$ cat src/design/os_gen_pkg.sv
`default_nettype none

package os_gen_pkg;

   localparam int NUM_LANES   = 4;
   localparam int SYM_W       = 8;
   localparam int TS_LEN      = 16;
   localparam int SHORT_LEN   = 4;
   localparam int QUEUE_DEPTH = 2;

   localparam int SYM_IDX_W    = $clog2(TS_LEN);        // symbol counter width
   localparam int QPTR_W       = $clog2(QUEUE_DEPTH);
   localparam int QCNT_W       = $clog2(QUEUE_DEPTH + 1);
   localparam int LANE_SYM_IDX = 2;                     // lane number position in TS1/TS2

   typedef logic [SYM_W-1:0] symbol_t;

   localparam symbol_t COM_SYM      = 8'hBC;            // K28.5
   localparam symbol_t PAD_SYM      = 8'hF7;            // K23.7
   localparam symbol_t SKP_SYM      = 8'h1C;            // K28.0
   localparam symbol_t EIDL_SYM     = 8'h7C;            // K28.3
   localparam symbol_t TS1_ID       = 8'h4A;            // D10.2
   localparam symbol_t TS2_ID       = 8'h45;            // D5.2
   localparam symbol_t LOOPBACK_BIT = 8'h04;            // training control, loopback

   // same encoding as the os_type request port
   typedef enum logic [1:0] {
      OS_TS1  = 2'd0,
      OS_TS2  = 2'd1,
      OS_SKP  = 2'd2,
      OS_EIOS = 2'd3
   } os_kind_e;

   typedef enum logic [1:0] {
      LANE_PAD = 2'd0,
      LANE_SEQ = 2'd1,
      LANE_REV = 2'd2                                   // 3 is treated as reversed too
   } lane_mode_e;

   // symbol 0 sits in the low byte
   typedef struct packed {
      symbol_t [9:0] ident;                             // symbols 6..15
      symbol_t       control;                           // symbol 5
      symbol_t       rate;                              // symbol 4
      symbol_t       n_fts;                             // symbol 3
      symbol_t       lane;                              // symbol 2, replaced per lane
      symbol_t       link;                              // symbol 1
      symbol_t       comma;                             // symbol 0
   } os_fields_t;

   typedef union packed {
      os_fields_t             f;                        // written by the builder
      symbol_t [TS_LEN-1:0]   sym;                      // read by the lane driver
   } os_block_u;

endpackage

`default_nettype wire

$ cat src/design/os_block_if.sv
`default_nettype none

// one assembled ordered set handed from stage to stage
interface os_block_if import os_gen_pkg::*; ();

   logic       valid;
   logic       ready;
   os_block_u  block;
   os_kind_e   kind;
   lane_mode_e lane_mode;

   modport src (
      output valid,
      output block,
      output kind,
      output lane_mode,
      input  ready
   );

   modport dst (
      input  valid,
      input  block,
      input  kind,
      input  lane_mode,
      output ready
   );

endinterface

`default_nettype wire

$ cat src/design/os_builder.sv
`default_nettype none

module os_builder import os_gen_pkg::*; (
   input  wire            pclk,
   input  wire            reset_n,
   input  wire            start,
   input  wire  [1:0]     os_type,
   input  wire  [1:0]     lane_number,
   input  symbol_t        link_number,
   input  wire  [2:0]     rate,
   input  wire            loopback,
   output logic           ready,
   os_block_if.src        out
);

   logic       valid_q;
   logic       accept;
   os_block_u  new_blk;
   os_block_u  blk_q;
   os_kind_e   kind_q;
   lane_mode_e mode_q;

   assign ready  = !valid_q || out.ready;                // empty or draining this cycle
   assign accept = start && ready;

   always_comb begin
      new_blk = '0;
      case (os_kind_e'(os_type))
         OS_TS1, OS_TS2: begin
            new_blk.f.comma   = COM_SYM;
            new_blk.f.link    = (link_number == '0) ? PAD_SYM : link_number;
            new_blk.f.lane    = PAD_SYM;                 // filled per lane on the way out
            new_blk.f.n_fts   = '0;
            case (rate)
               3'd1:    new_blk.f.rate = 8'h02;
               3'd2:    new_blk.f.rate = 8'h04;
               3'd3:    new_blk.f.rate = 8'h08;
               3'd4:    new_blk.f.rate = 8'h10;
               default: new_blk.f.rate = 8'h20;
            endcase
            new_blk.f.control = loopback ? LOOPBACK_BIT : '0;
            new_blk.f.ident   = (os_kind_e'(os_type) == OS_TS1) ? {10{TS1_ID}} : {10{TS2_ID}};
         end
         OS_SKP:  new_blk.sym[3:0] = {SKP_SYM, SKP_SYM, SKP_SYM, COM_SYM};
         default: new_blk.sym[3:0] = {EIDL_SYM, EIDL_SYM, EIDL_SYM, COM_SYM};
      endcase
   end

   always_ff @(posedge pclk or negedge reset_n) begin
      if (!reset_n) begin
         valid_q <= 1'b0;
      end else if (accept) begin
         valid_q <= 1'b1;
      end else if (out.ready) begin
         valid_q <= 1'b0;                                // handed to the queue
      end
   end

   always_ff @(posedge pclk) begin
      if (accept) begin
         blk_q  <= new_blk;
         kind_q <= os_kind_e'(os_type);
         mode_q <= lane_mode_e'(lane_number);
      end
   end

   assign out.valid     = valid_q;
   assign out.block     = blk_q;
   assign out.kind      = kind_q;
   assign out.lane_mode = mode_q;

   // a stalled block must not change under the queue
   a_hold_stable: assert property (@(posedge pclk) disable iff (!reset_n)
      out.valid && !out.ready |=> out.valid && $stable(out.block) && $stable(out.kind)
         && $stable(out.lane_mode));

endmodule

`default_nettype wire

$ cat src/design/os_generator.sv
`default_nettype none

module os_generator import os_gen_pkg::*; (
   input  wire                       pclk,
   input  wire                       reset_n,
   input  wire                       start,
   input  wire     [1:0]             os_type,
   input  wire     [1:0]             lane_number,
   input  symbol_t                   link_number,
   input  wire     [2:0]             rate,
   input  wire                       loopback,
   output logic                      ready,
   output logic                      busy,
   output logic                      finish,
   output symbol_t [NUM_LANES-1:0]   os_out,
   output logic    [NUM_LANES-1:0]   data_k,
   output logic    [NUM_LANES-1:0]   data_valid
);

   os_block_if build_if ();                              // builder to queue
   os_block_if send_if ();                               // queue to lane driver

   os_builder u_builder (
      .pclk        (pclk),
      .reset_n     (reset_n),
      .start       (start),
      .os_type     (os_type),
      .lane_number (lane_number),
      .link_number (link_number),
      .rate        (rate),
      .loopback    (loopback),
      .ready       (ready),
      .out         (build_if.src)
   );

   os_queue u_queue (
      .pclk    (pclk),
      .reset_n (reset_n),
      .in      (build_if.dst),
      .out     (send_if.src)
   );

   os_lane_driver u_lane_driver (
      .pclk       (pclk),
      .reset_n    (reset_n),
      .in         (send_if.dst),
      .os_out     (os_out),
      .data_k     (data_k),
      .data_valid (data_valid),
      .busy       (busy),
      .finish     (finish)
   );

endmodule

`default_nettype wire

$ cat src/design/os_lane_driver.sv
`default_nettype none

module os_lane_driver import os_gen_pkg::*; (
   input  wire                       pclk,
   input  wire                       reset_n,
   os_block_if.dst                   in,
   output symbol_t [NUM_LANES-1:0]   os_out,
   output logic    [NUM_LANES-1:0]   data_k,
   output logic    [NUM_LANES-1:0]   data_valid,
   output logic                      busy,
   output logic                      finish
);

   os_block_u              cur_block;
   os_kind_e               cur_kind;
   lane_mode_e             cur_mode;
   logic                   active;                       // more symbols of cur_block to send
   logic [SYM_IDX_W-1:0]   cnt;
   logic                   sending;

   os_block_u              sel_block;
   os_kind_e               sel_kind;
   lane_mode_e             sel_mode;
   logic [SYM_IDX_W-1:0]   sel_idx;
   logic [SYM_IDX_W-1:0]   last_idx;
   logic                   emit;
   symbol_t [NUM_LANES-1:0] lane_sym;
   logic    [NUM_LANES-1:0] lane_k;

   assign in.ready = !active;                            // pop right after the last symbol

   // either continue the current set or start on the one waiting
   assign sel_block = active ? cur_block : in.block;
   assign sel_kind  = active ? cur_kind  : in.kind;
   assign sel_mode  = active ? cur_mode  : in.lane_mode;
   assign sel_idx   = active ? cnt       : '0;
   assign emit      = active || in.valid;
   assign last_idx  = (sel_kind inside {OS_TS1, OS_TS2}) ? SYM_IDX_W'(TS_LEN - 1)
                                                         : SYM_IDX_W'(SHORT_LEN - 1);

   always_comb begin
      for (int i = 0; i < NUM_LANES; i++) begin
         lane_sym[i] = sel_block.sym[sel_idx];
         if ((sel_kind inside {OS_TS1, OS_TS2}) && sel_idx == SYM_IDX_W'(LANE_SYM_IDX)) begin
            case (sel_mode)
               LANE_PAD: lane_sym[i] = PAD_SYM;
               LANE_SEQ: lane_sym[i] = symbol_t'(i);
               default:  lane_sym[i] = symbol_t'(NUM_LANES - i);   // reversed, counts down to 1
            endcase
         end
         lane_k[i] = lane_sym[i] inside {COM_SYM, PAD_SYM, SKP_SYM, EIDL_SYM};
      end
   end

   always_ff @(posedge pclk or negedge reset_n) begin
      if (!reset_n) begin
         active  <= 1'b0;
         cnt     <= '0;
         sending <= 1'b0;
         finish  <= 1'b0;
         os_out  <= '0;
         data_k  <= '0;
      end else begin
         sending <= emit;
         finish  <= emit && (sel_idx == last_idx);
         os_out  <= emit ? lane_sym : '0;
         data_k  <= emit ? lane_k : '0;
         if (!active && in.valid) begin
            active <= 1'b1;
            cnt    <= SYM_IDX_W'(1);                     // symbol 0 goes out now
         end else if (active) begin
            if (cnt == last_idx) begin
               active <= 1'b0;
            end else begin
               cnt <= cnt + 1'b1;
            end
         end
      end
   end

   always_ff @(posedge pclk) begin
      if (!active && in.valid) begin
         cur_block <= in.block;
         cur_kind  <= in.kind;
         cur_mode  <= in.lane_mode;
      end
   end

   assign data_valid = {NUM_LANES{sending}};
   assign busy       = sending || in.valid;

   a_finish_valid: assert property (@(posedge pclk) disable iff (!reset_n)
      finish |-> data_valid == {NUM_LANES{1'b1}});

endmodule

`default_nettype wire

$ cat src/design/os_queue.sv
`default_nettype none

module os_queue import os_gen_pkg::*; (
   input  wire      pclk,
   input  wire      reset_n,
   os_block_if.dst  in,
   os_block_if.src  out
);

   os_block_u  block_mem [QUEUE_DEPTH];
   os_kind_e   kind_mem  [QUEUE_DEPTH];
   lane_mode_e mode_mem  [QUEUE_DEPTH];

   logic [QPTR_W-1:0] wr_ptr;
   logic [QPTR_W-1:0] rd_ptr;
   logic [QCNT_W-1:0] count;
   logic              push;
   logic              pop;

   assign in.ready  = (count != QCNT_W'(QUEUE_DEPTH));   // back-pressure when full
   assign out.valid = (count != '0);
   assign push      = in.valid && in.ready;
   assign pop       = out.valid && out.ready;

   always_ff @(posedge pclk or negedge reset_n) begin
      if (!reset_n) begin
         wr_ptr <= '0;
         rd_ptr <= '0;
         count  <= '0;
      end else begin
         if (push) begin
            wr_ptr <= wr_ptr + 1'b1;
         end
         if (pop) begin
            rd_ptr <= rd_ptr + 1'b1;
         end
         case ({push, pop})
            2'b10:   count <= count + 1'b1;
            2'b01:   count <= count - 1'b1;
            default: count <= count;                     // idle or pass-through
         endcase
      end
   end

   always_ff @(posedge pclk) begin
      if (push) begin
         block_mem[wr_ptr] <= in.block;
         kind_mem[wr_ptr]  <= in.kind;
         mode_mem[wr_ptr]  <= in.lane_mode;
      end
   end

   assign out.block     = block_mem[rd_ptr];
   assign out.kind      = kind_mem[rd_ptr];
   assign out.lane_mode = mode_mem[rd_ptr];

   a_no_overflow: assert property (@(posedge pclk) disable iff (!reset_n)
      count <= QCNT_W'(QUEUE_DEPTH));

   // an empty count must agree with the pointers, a pop from empty would split them
   a_no_underflow: assert property (@(posedge pclk) disable iff (!reset_n)
      count == '0 |-> rd_ptr == wr_ptr);

endmodule

`default_nettype wire

$ cat config.mk
export PLATFORM = sky130hd
export DESIGN_NAME = os_generator
export DESIGN_NICKNAME = d
export VERILOG_FILES = /design/src/design/os_gen_pkg.sv /design/src/design/os_block_if.sv /design/src/design/os_builder.sv /design/src/design/os_generator.sv /design/src/design/os_lane_driver.sv /design/src/design/os_queue.sv
export SDC_FILE = /design/constraint.sdc
export NUM_CORES = 1
export LEC_CHECK = 0
export BUFFER_PORTS_ARGS = -buffer_cell sky130_fd_sc_hd__buf_2
export CAP_MARGIN = 20
export CELL_PAD_IN_SITES_DETAIL_PLACEMENT = 1
export CELL_PAD_IN_SITES_GLOBAL_PLACEMENT = 1
export CORE_MARGIN = 2
export CORE_UTILIZATION = 30
export CTS_CLUSTER_SIZE = 12
export DETAILED_ROUTE_END_ITERATION = 8
export GPL_TIMING_DRIVEN = 0
export PLACE_DENSITY = 0.61
export SLEW_MARGIN = 20
export SYNTH_ARGS = -nofsm -noshare
export SYNTH_HDL_FRONTEND = slang
export SYNTH_SLANG_ARGS = --single-unit
$ cat constraint.sdc
create_clock -name pclk -period 3.1 [get_ports pclk]
set_input_delay 0.31 -clock pclk [delete_from_list [all_inputs] [get_ports pclk]]
set_output_delay 0.31 -clock pclk [all_outputs]
set_load 0.01 [all_outputs]
# Word-level counts from Yosys, hierarchy flattened
# Memory sizes are Yosys's and may differ from the RTL's.
# Cells that the tools add are included.
totals:
  ff_bits: 312
  latch_bits: 0
  mem_bits_rw: 264
  rom_bits: 0
  inputBits: 19
  out_inout_bits: 43
  memories: 3
classes:
  addsub: 5
  n_mul: 0
  div: 0
  order_cmp: 1
  eq_ne: 31
  shift: 0
  muxes: 33
  bitwise: 0
  reduce_logical: 25
mem_list:
  columns: ["name", "words", "word_bits", "read_ports", "rd_ports_with_merged_regs", "wr", "line", "rtl"]
  rows:
  - ["u_queue.block_mem", 2, 128, 1, 0, 1, "os_queue.sv:10", "os_block_u block_mem [QUEUE_DEPTH];"]
  - ["u_queue.kind_mem", 2, 2, 1, 0, 1, "os_queue.sv:11", "os_kind_e kind_mem [QUEUE_DEPTH];"]
  - ["u_queue.mode_mem", 2, 2, 1, 0, 1, "os_queue.sv:12", "lane_mode_e mode_mem [QUEUE_DEPTH];"]
ops:
  columns: ["cell", "n"]
  rows:
  - ["$mux W128", 1]
  - ["$mux W76", 1]
  - ["$eq A8 B8 Y1 const B", 8]
  - ["$pmux W31 S2", 1]
  - ["$mux W8", 7]
  - ["$pmux W8 S2", 3]
  - ["$bmux W8 S4", 1]
  - ["$eq A8 B5 Y1 const B", 4]
  - ["$eq A8 B7 Y1 const B", 4]
  - ["$mux W32", 1]
  - ["$mux W4", 6]
  - ["$pmux W6 S4", 1]
  - ["$reduce_bool A4 Y1", 4]
  - ["$reduce_bool A2 Y1", 5]
  - ["$eq A2 B1 Y1 const B", 4]
  - ["$eq A4 B4 Y1", 2]
  - ["$logic_not A8 Y1", 1]
  - ["$mux W1", 7]
  - ["$eq A3 B2 Y1 const B", 2]
  - ["$logic_not A2 Y1", 3]
  - ["$logic_and A1 B1 Y1", 5]
  - ["$lt A4 B5 Y1 const B", 1]
  - ["$add A4 B1 Y4 const B", 1]
  - ["$eq A2 B2 Y1 const B", 2]
  - ["other kinds (14)", 20]

# Longest topological paths before layout
# An unclocked memory read counts as a cell.
depth:
  depth_word: 9
  mapped_depth: 8
  mapped_depth_nobuf: 6

# Cells and area by module
# A second synthesis with hierarchy kept.
unflattened:
  cells_unflattened: 985
  hier_area_um2: 18172.4
by_module_without_submodules:
  columns: ["mod", "n_inst", "cells_per_inst", "area_each_um2"]
  rows:
  - ["os_queue", 1, 428, 10000.8]
  - ["os_lane_driver", 1, 376, 6329.8]
  - ["os_builder", 1, 181, 1841.8]

# Worst setup path before layout
# Ideal clock, no wire load.
synth_timing:
  path_kind: "reg2reg"
  from: "reg u_queue.count[0]"
  to: "reg u_queue.count[1]"
  setup_time_ns: 0.079
  arrival_ns: 2.543
  required_time_ns: 3.021
  path_slack_ns: 0.477
  stages_incl_launch_ff: 7
  cell_sequence: "dfrtp_1 -> clkbuf_1 -> nor2_1 -> nor2_1 -> ha_1 -> nor2_1 -> xor2_1"
synth_between:
  elab_chain_len: 4
synth_lines:
  columns: ["item", "line", "rtl"]
  rows:
  - ["from (decl)", "os_queue.sv:16", "logic [QCNT_W-1:0] count;"]
  - ["from (signal assigned)", "os_queue.sv:38", "2'b10: count <= count + 1'b1;"]
  - ["from (signal assigned)", "os_queue.sv:39", "2'b01: count <= count - 1'b1;"]
  - ["from (signal assigned)", "os_queue.sv:40", "default: count <= count;"]
  - ["$reduce_bool A2 Y1 *", "os_queue.sv:21", "assign out.valid = (count != '0);"]
  - ["$logic_and A1 B1 Y1 *", "os_queue.sv:23", "assign pop = out.valid && out.ready;"]
  - ["via u_queue.pop", "os_queue.sv:18", "logic pop;"]
  - ["$eq A2 B1 Y1 or $eq A2 B2 Y1 (tied branches)", "os_queue.sv:37", "case ({push, pop})"]
  - ["$pmux W2 S2 or $reduce_bool A2 Y1 (tied branches)", null, null]
# Mark *: on every way through the listed nets, which the timed path passes. The rest lies on a longest branch.
# A chain may end at the register's enable or synchronous reset.

# Final worst setup path
layout_timing:
  from: "reg u_lane_driver.cnt[0]"
  to: "reg u_lane_driver.data_k[0]"
layout_between:
  elab_chain_len: 7
layout_lines:
  columns: ["item", "line", "rtl"]
  rows:
  - ["from (decl)", "os_lane_driver.sv:18", "logic [SYM_IDX_W-1:0] cnt;"]
  - ["from (signal assigned)", "os_lane_driver.sv:75", "cnt <= cnt + 1'b1;"]
  - ["$mux W4 *", "os_lane_driver.sv:36", "assign sel_idx = active ? cnt : '0;"]
  - ["$bmux W8 S4 or $eq A4 B2 Y1 (tied branches)", "os_lane_driver.sv:43, os_lane_driver.sv:44", null]
  - ["$mux W8 (not written as such) or $logic_and A1 B1 Y1 (tied branches)", "os_lane_driver.sv:43, os_lane_driver.sv:44", null]
  - ["$mux W8 *", "os_lane_driver.sv:44", "if ((sel_kind inside {OS_TS1, OS_TS2}) && sel_idx == SYM_IDX_W'(LANE_SYM_IDX)) begin"]
  - ["$eq A8 B8 Y1 (tied with other cells)", "os_lane_driver.sv:51", "lane_k[i] = lane_sym[i] inside {COM_SYM, PAD_SYM, SKP_SYM, EIDL_SYM};"]
  - ["$reduce_bool A4 Y1 *", "os_lane_driver.sv:51", null]
  - ["$mux W4 *", "os_lane_driver.sv:67", "data_k <= emit ? lane_k : '0;"]
  - ["to (signal assigned)", "os_lane_driver.sv:67", null]
  - ["to (decl)", "os_lane_driver.sv:8", "output logic [NUM_LANES-1:0] data_k,"]
# Mark *: on every way between the ends. The rest lies on a longest branch, timed or not. The select of a mux whose other input is x is not followed.

==> results.cfg <==
[floorplanning]
dieHeight_um = 138.9
row_count = 49
ios = 62
die_area_um2 = 19300
die_w_um = 138.9
core_area_um2 = 17900
start_util_pct = 30.51

[outcome]
status = completed

[critical_path]
crit_family = compound AO/OA/AOI/OAI gates
path_depth = 6
cp_slowest_cell = a221oi_2
crit_chain = mux2_4 > a221oi_2 > a2111o_1 > mux2i_1 > a211oi_4 > o2bb2ai_1
reg2reg_depth = 6
critical_path_class = reg -> reg
cp_max_fo = 6
cp.required_ns = 3.44
cp-start-kind = flop
crit_path_end_kind = flop
crit_buf_inv = 0
slowest_delay_ns = 0.48
arrival_ns = 2.46

[cts]
cts_tree = yes
clock-sinks = 130
insertion_delay_ns = 0.43
path_clk_slew_ns = 0.06
ctsRootBufferMaster = clkbuf_16
cts_made_buffers = 17
htree_levels = 4
clockBufferDepth = 2

[place]
dp_hpwl_um = 7578
gp_congestion = 0.8056
io_buffers = 61
place_inst = 656
placed_cell_area_um2 = 6125

[grt]
overflow = 0
antenna_found_initial = 0
grt_pass1_wl_um = 17530
grtUsageTotal_pct = 11.95
grt_max_degree = 35
first_global_vias = 3339

[drt]
dr.pass1.iters = 4
vias = 3093
drt-initial-drc-count = 151
avgViaCountPerCell = 4.496
ant_nets = 0
wire_per_inst_um = 15.45
drcViolationCount = 0
routed_wl_um = 10630

[finish]
nets = 468
diodes = 0
final_cells = 688
syn_to_final_growth_pct = 23.57
fin_area_um2 = 6749
final_util_pct = 37.70
final_layout_size_suffix_gt1_share_pct = 36.82

[pwr]
ir_drop_uv = 462.0
power.total_mw = 7.550
power_density_nw_per_um2 = 1119
power_leakage_nw = 2.590

[yosys]
synth-edff-count = 96
ys_seq_elements = 130
async_reset_ff_share_pct = 26.15
synth_area_um2 = 5461
postSynthCellCount = 364
syn_area_per_cell_um2 = 15.00
synth.net_count = 385
synthFlopType = edfxtp_1
ys_seq_area_share_pct = 68.36
ys_types = 70
ys_warn_count = 0

[timing]
skew_ns = 0.01095
min_period_ns = 2.119
clock.fmax_mhz = 471.9
holdWs_ns = 0.06818
drv_slew = 0
rsz0062_at_grt = false
final-setup-viol-count = 0
hold_violations = 0
post-route-period-util_pct = 68.36
worst_pin_slew_ns = 0.7691
worst_slew_margin_rel_pct = 48.33

[min_path]
holdPathStages = 1
worstHoldPathType = in -> reg

[flow_run]
maxCapViolations = 0
-- power breakdown --
group	switching (mW)	internal, mW
clock	0.728	1.34
sequential	0.262	2.57
combinational	1.48	1.17
-- Yosys cell counts (all sizes together), types with 3 or more instances --
cell type / count / area share (%)
nor3b: 5 / 0.99
nand2b: 7 / 0.80
inv: 9 / 0.62
and2: 3 / 0.34
dfrtp: 34 / 16
mux2: 26 / 5.5
nand2: 17 / 1.2
o21ai: 8 / 0.80
o31ai: 3 / 0.76
xor2: 3 / 0.48
and3: 4 / 0.46
nor2: 29 / 2.3
edfxtp: 96 / 53
a221oi: 3 / 0.71
clkbuf: 4 / 0.27
mux2i: 3 / 0.55
o2bb2ai: 7 / 1.2
nor3: 3 / 0.27
a21oi: 17 / 1.8
nor2b: 6 / 0.69
nand3: 3 / 0.37
a31oi: 5 / 0.57
buf: 29 / 4.1
xnor2: 5 / 0.80
or2: 3 / 0.34
-- final cells by class --
class | count | area (µm²)
fillers | 1899 | 11150
flip-flops and latches | 130 | 3734
multi-input cells | 191 | 1471
clock buffers | 18 | 429.2
repair buffers | 64 | 370.4
well taps | 229 | 286.5
plain buffers | 33 | 236.5
clock inverters | 13 | 183.9
inverters | 10 | 37.54
-- worst register-to-register path: cells and delay by family, from the launching register on --
kind,cells,cell delay (ns)
AOI/OAI and AO/OA,4,1.14
DFF,1,0.46
muxes,2,0.44
-- routing by layer --
metal | vias up | global-route usage, % | wire, µm
met5 | - | 0 | 0
met4 | 0 | 4.944 | 187
met3 | 17 | 4.316 | 575
met2 | 80 | 19.26 | 5005
met1 | 1495 | 14.61 | 4864
li1 | 1501 | - | -
-- state kept, by name (all words and copies together), names as in the netlist, 4 cells and up --
name	flops
u_queue.block_mem	42
u_lane_driver.os_out	18
u_queue.mode_mem	4
u_lane_driver.cnt	4
u_lane_driver.data_k	4
u_builder.out.block	21
u_lane_driver.cur_block	21
-- worst paths after layout --
path	startpoint	end	slack [ns]
max	u_lane_driver.cnt[0]	u_lane_driver.data_k[0]	0.98
max in group asynchronous	reset_n	u_lane_driver.os_out[9]	2.14
min	lane_number[1]	u_builder.out.lane_mode[1]	0.07
min in group asynchronous	reset_n	u_lane_driver.cnt[1]	0.49
min reg2reg	u_builder.out.block[42]	u_queue.block_mem[1][39]	0.44
max reg2reg	u_lane_driver.cnt[0]	u_lane_driver.data_k[0]	0.98
-- per-stage QoR --
step,setup slack (ns),setup TNS [ns]
after CTS,0.9291,0
final,0.9809,0
after global placement,-0.2800,-0.5251
after floorplan,0.4775,0
after global routing,0.8143,0
after detailed placement,0.9444,0
-- logic make-up (layout without fill, tap and decap cells) --
kind of cell,Yosys count,count (layout),share of synthesized area (%)
DFF,130,130,68.36
and+or+nand+nor,94,94,10.17
AOI/OAI and AO/OA,58,58,8.660
buffers and inverters,43,138,5.017
muxes,29,29,6.048
xor gates and xnor gates,8,8,1.283
adders and majority gates,2,2,0.4581
-- placed cells by master, fill, tap and decap left out, drive strengths merged, types with 4 or more instances in the layout --
master    instances
edfxtp           96
buf              92
dfrtp            34
nor2             29
mux2             26
clkbuf           22
a21oi            17
nand2            17
inv              11
o21ai             8
nand2b            7
o2bb2ai           7
nor2b             6
a31oi             5
xnor2             5
nor3b             5
bufinv            4
clkinvlp          4
clkinv            4
and3              4
-- repair_timing --
item                                   4_1_cts  5_1_grt
hold buffers                                 1        0
endpoints found under the hold margin       34        0
gates resized for setup                      0        0
buffers inserted                             0        0
Power figures use the tool's default switching activity.
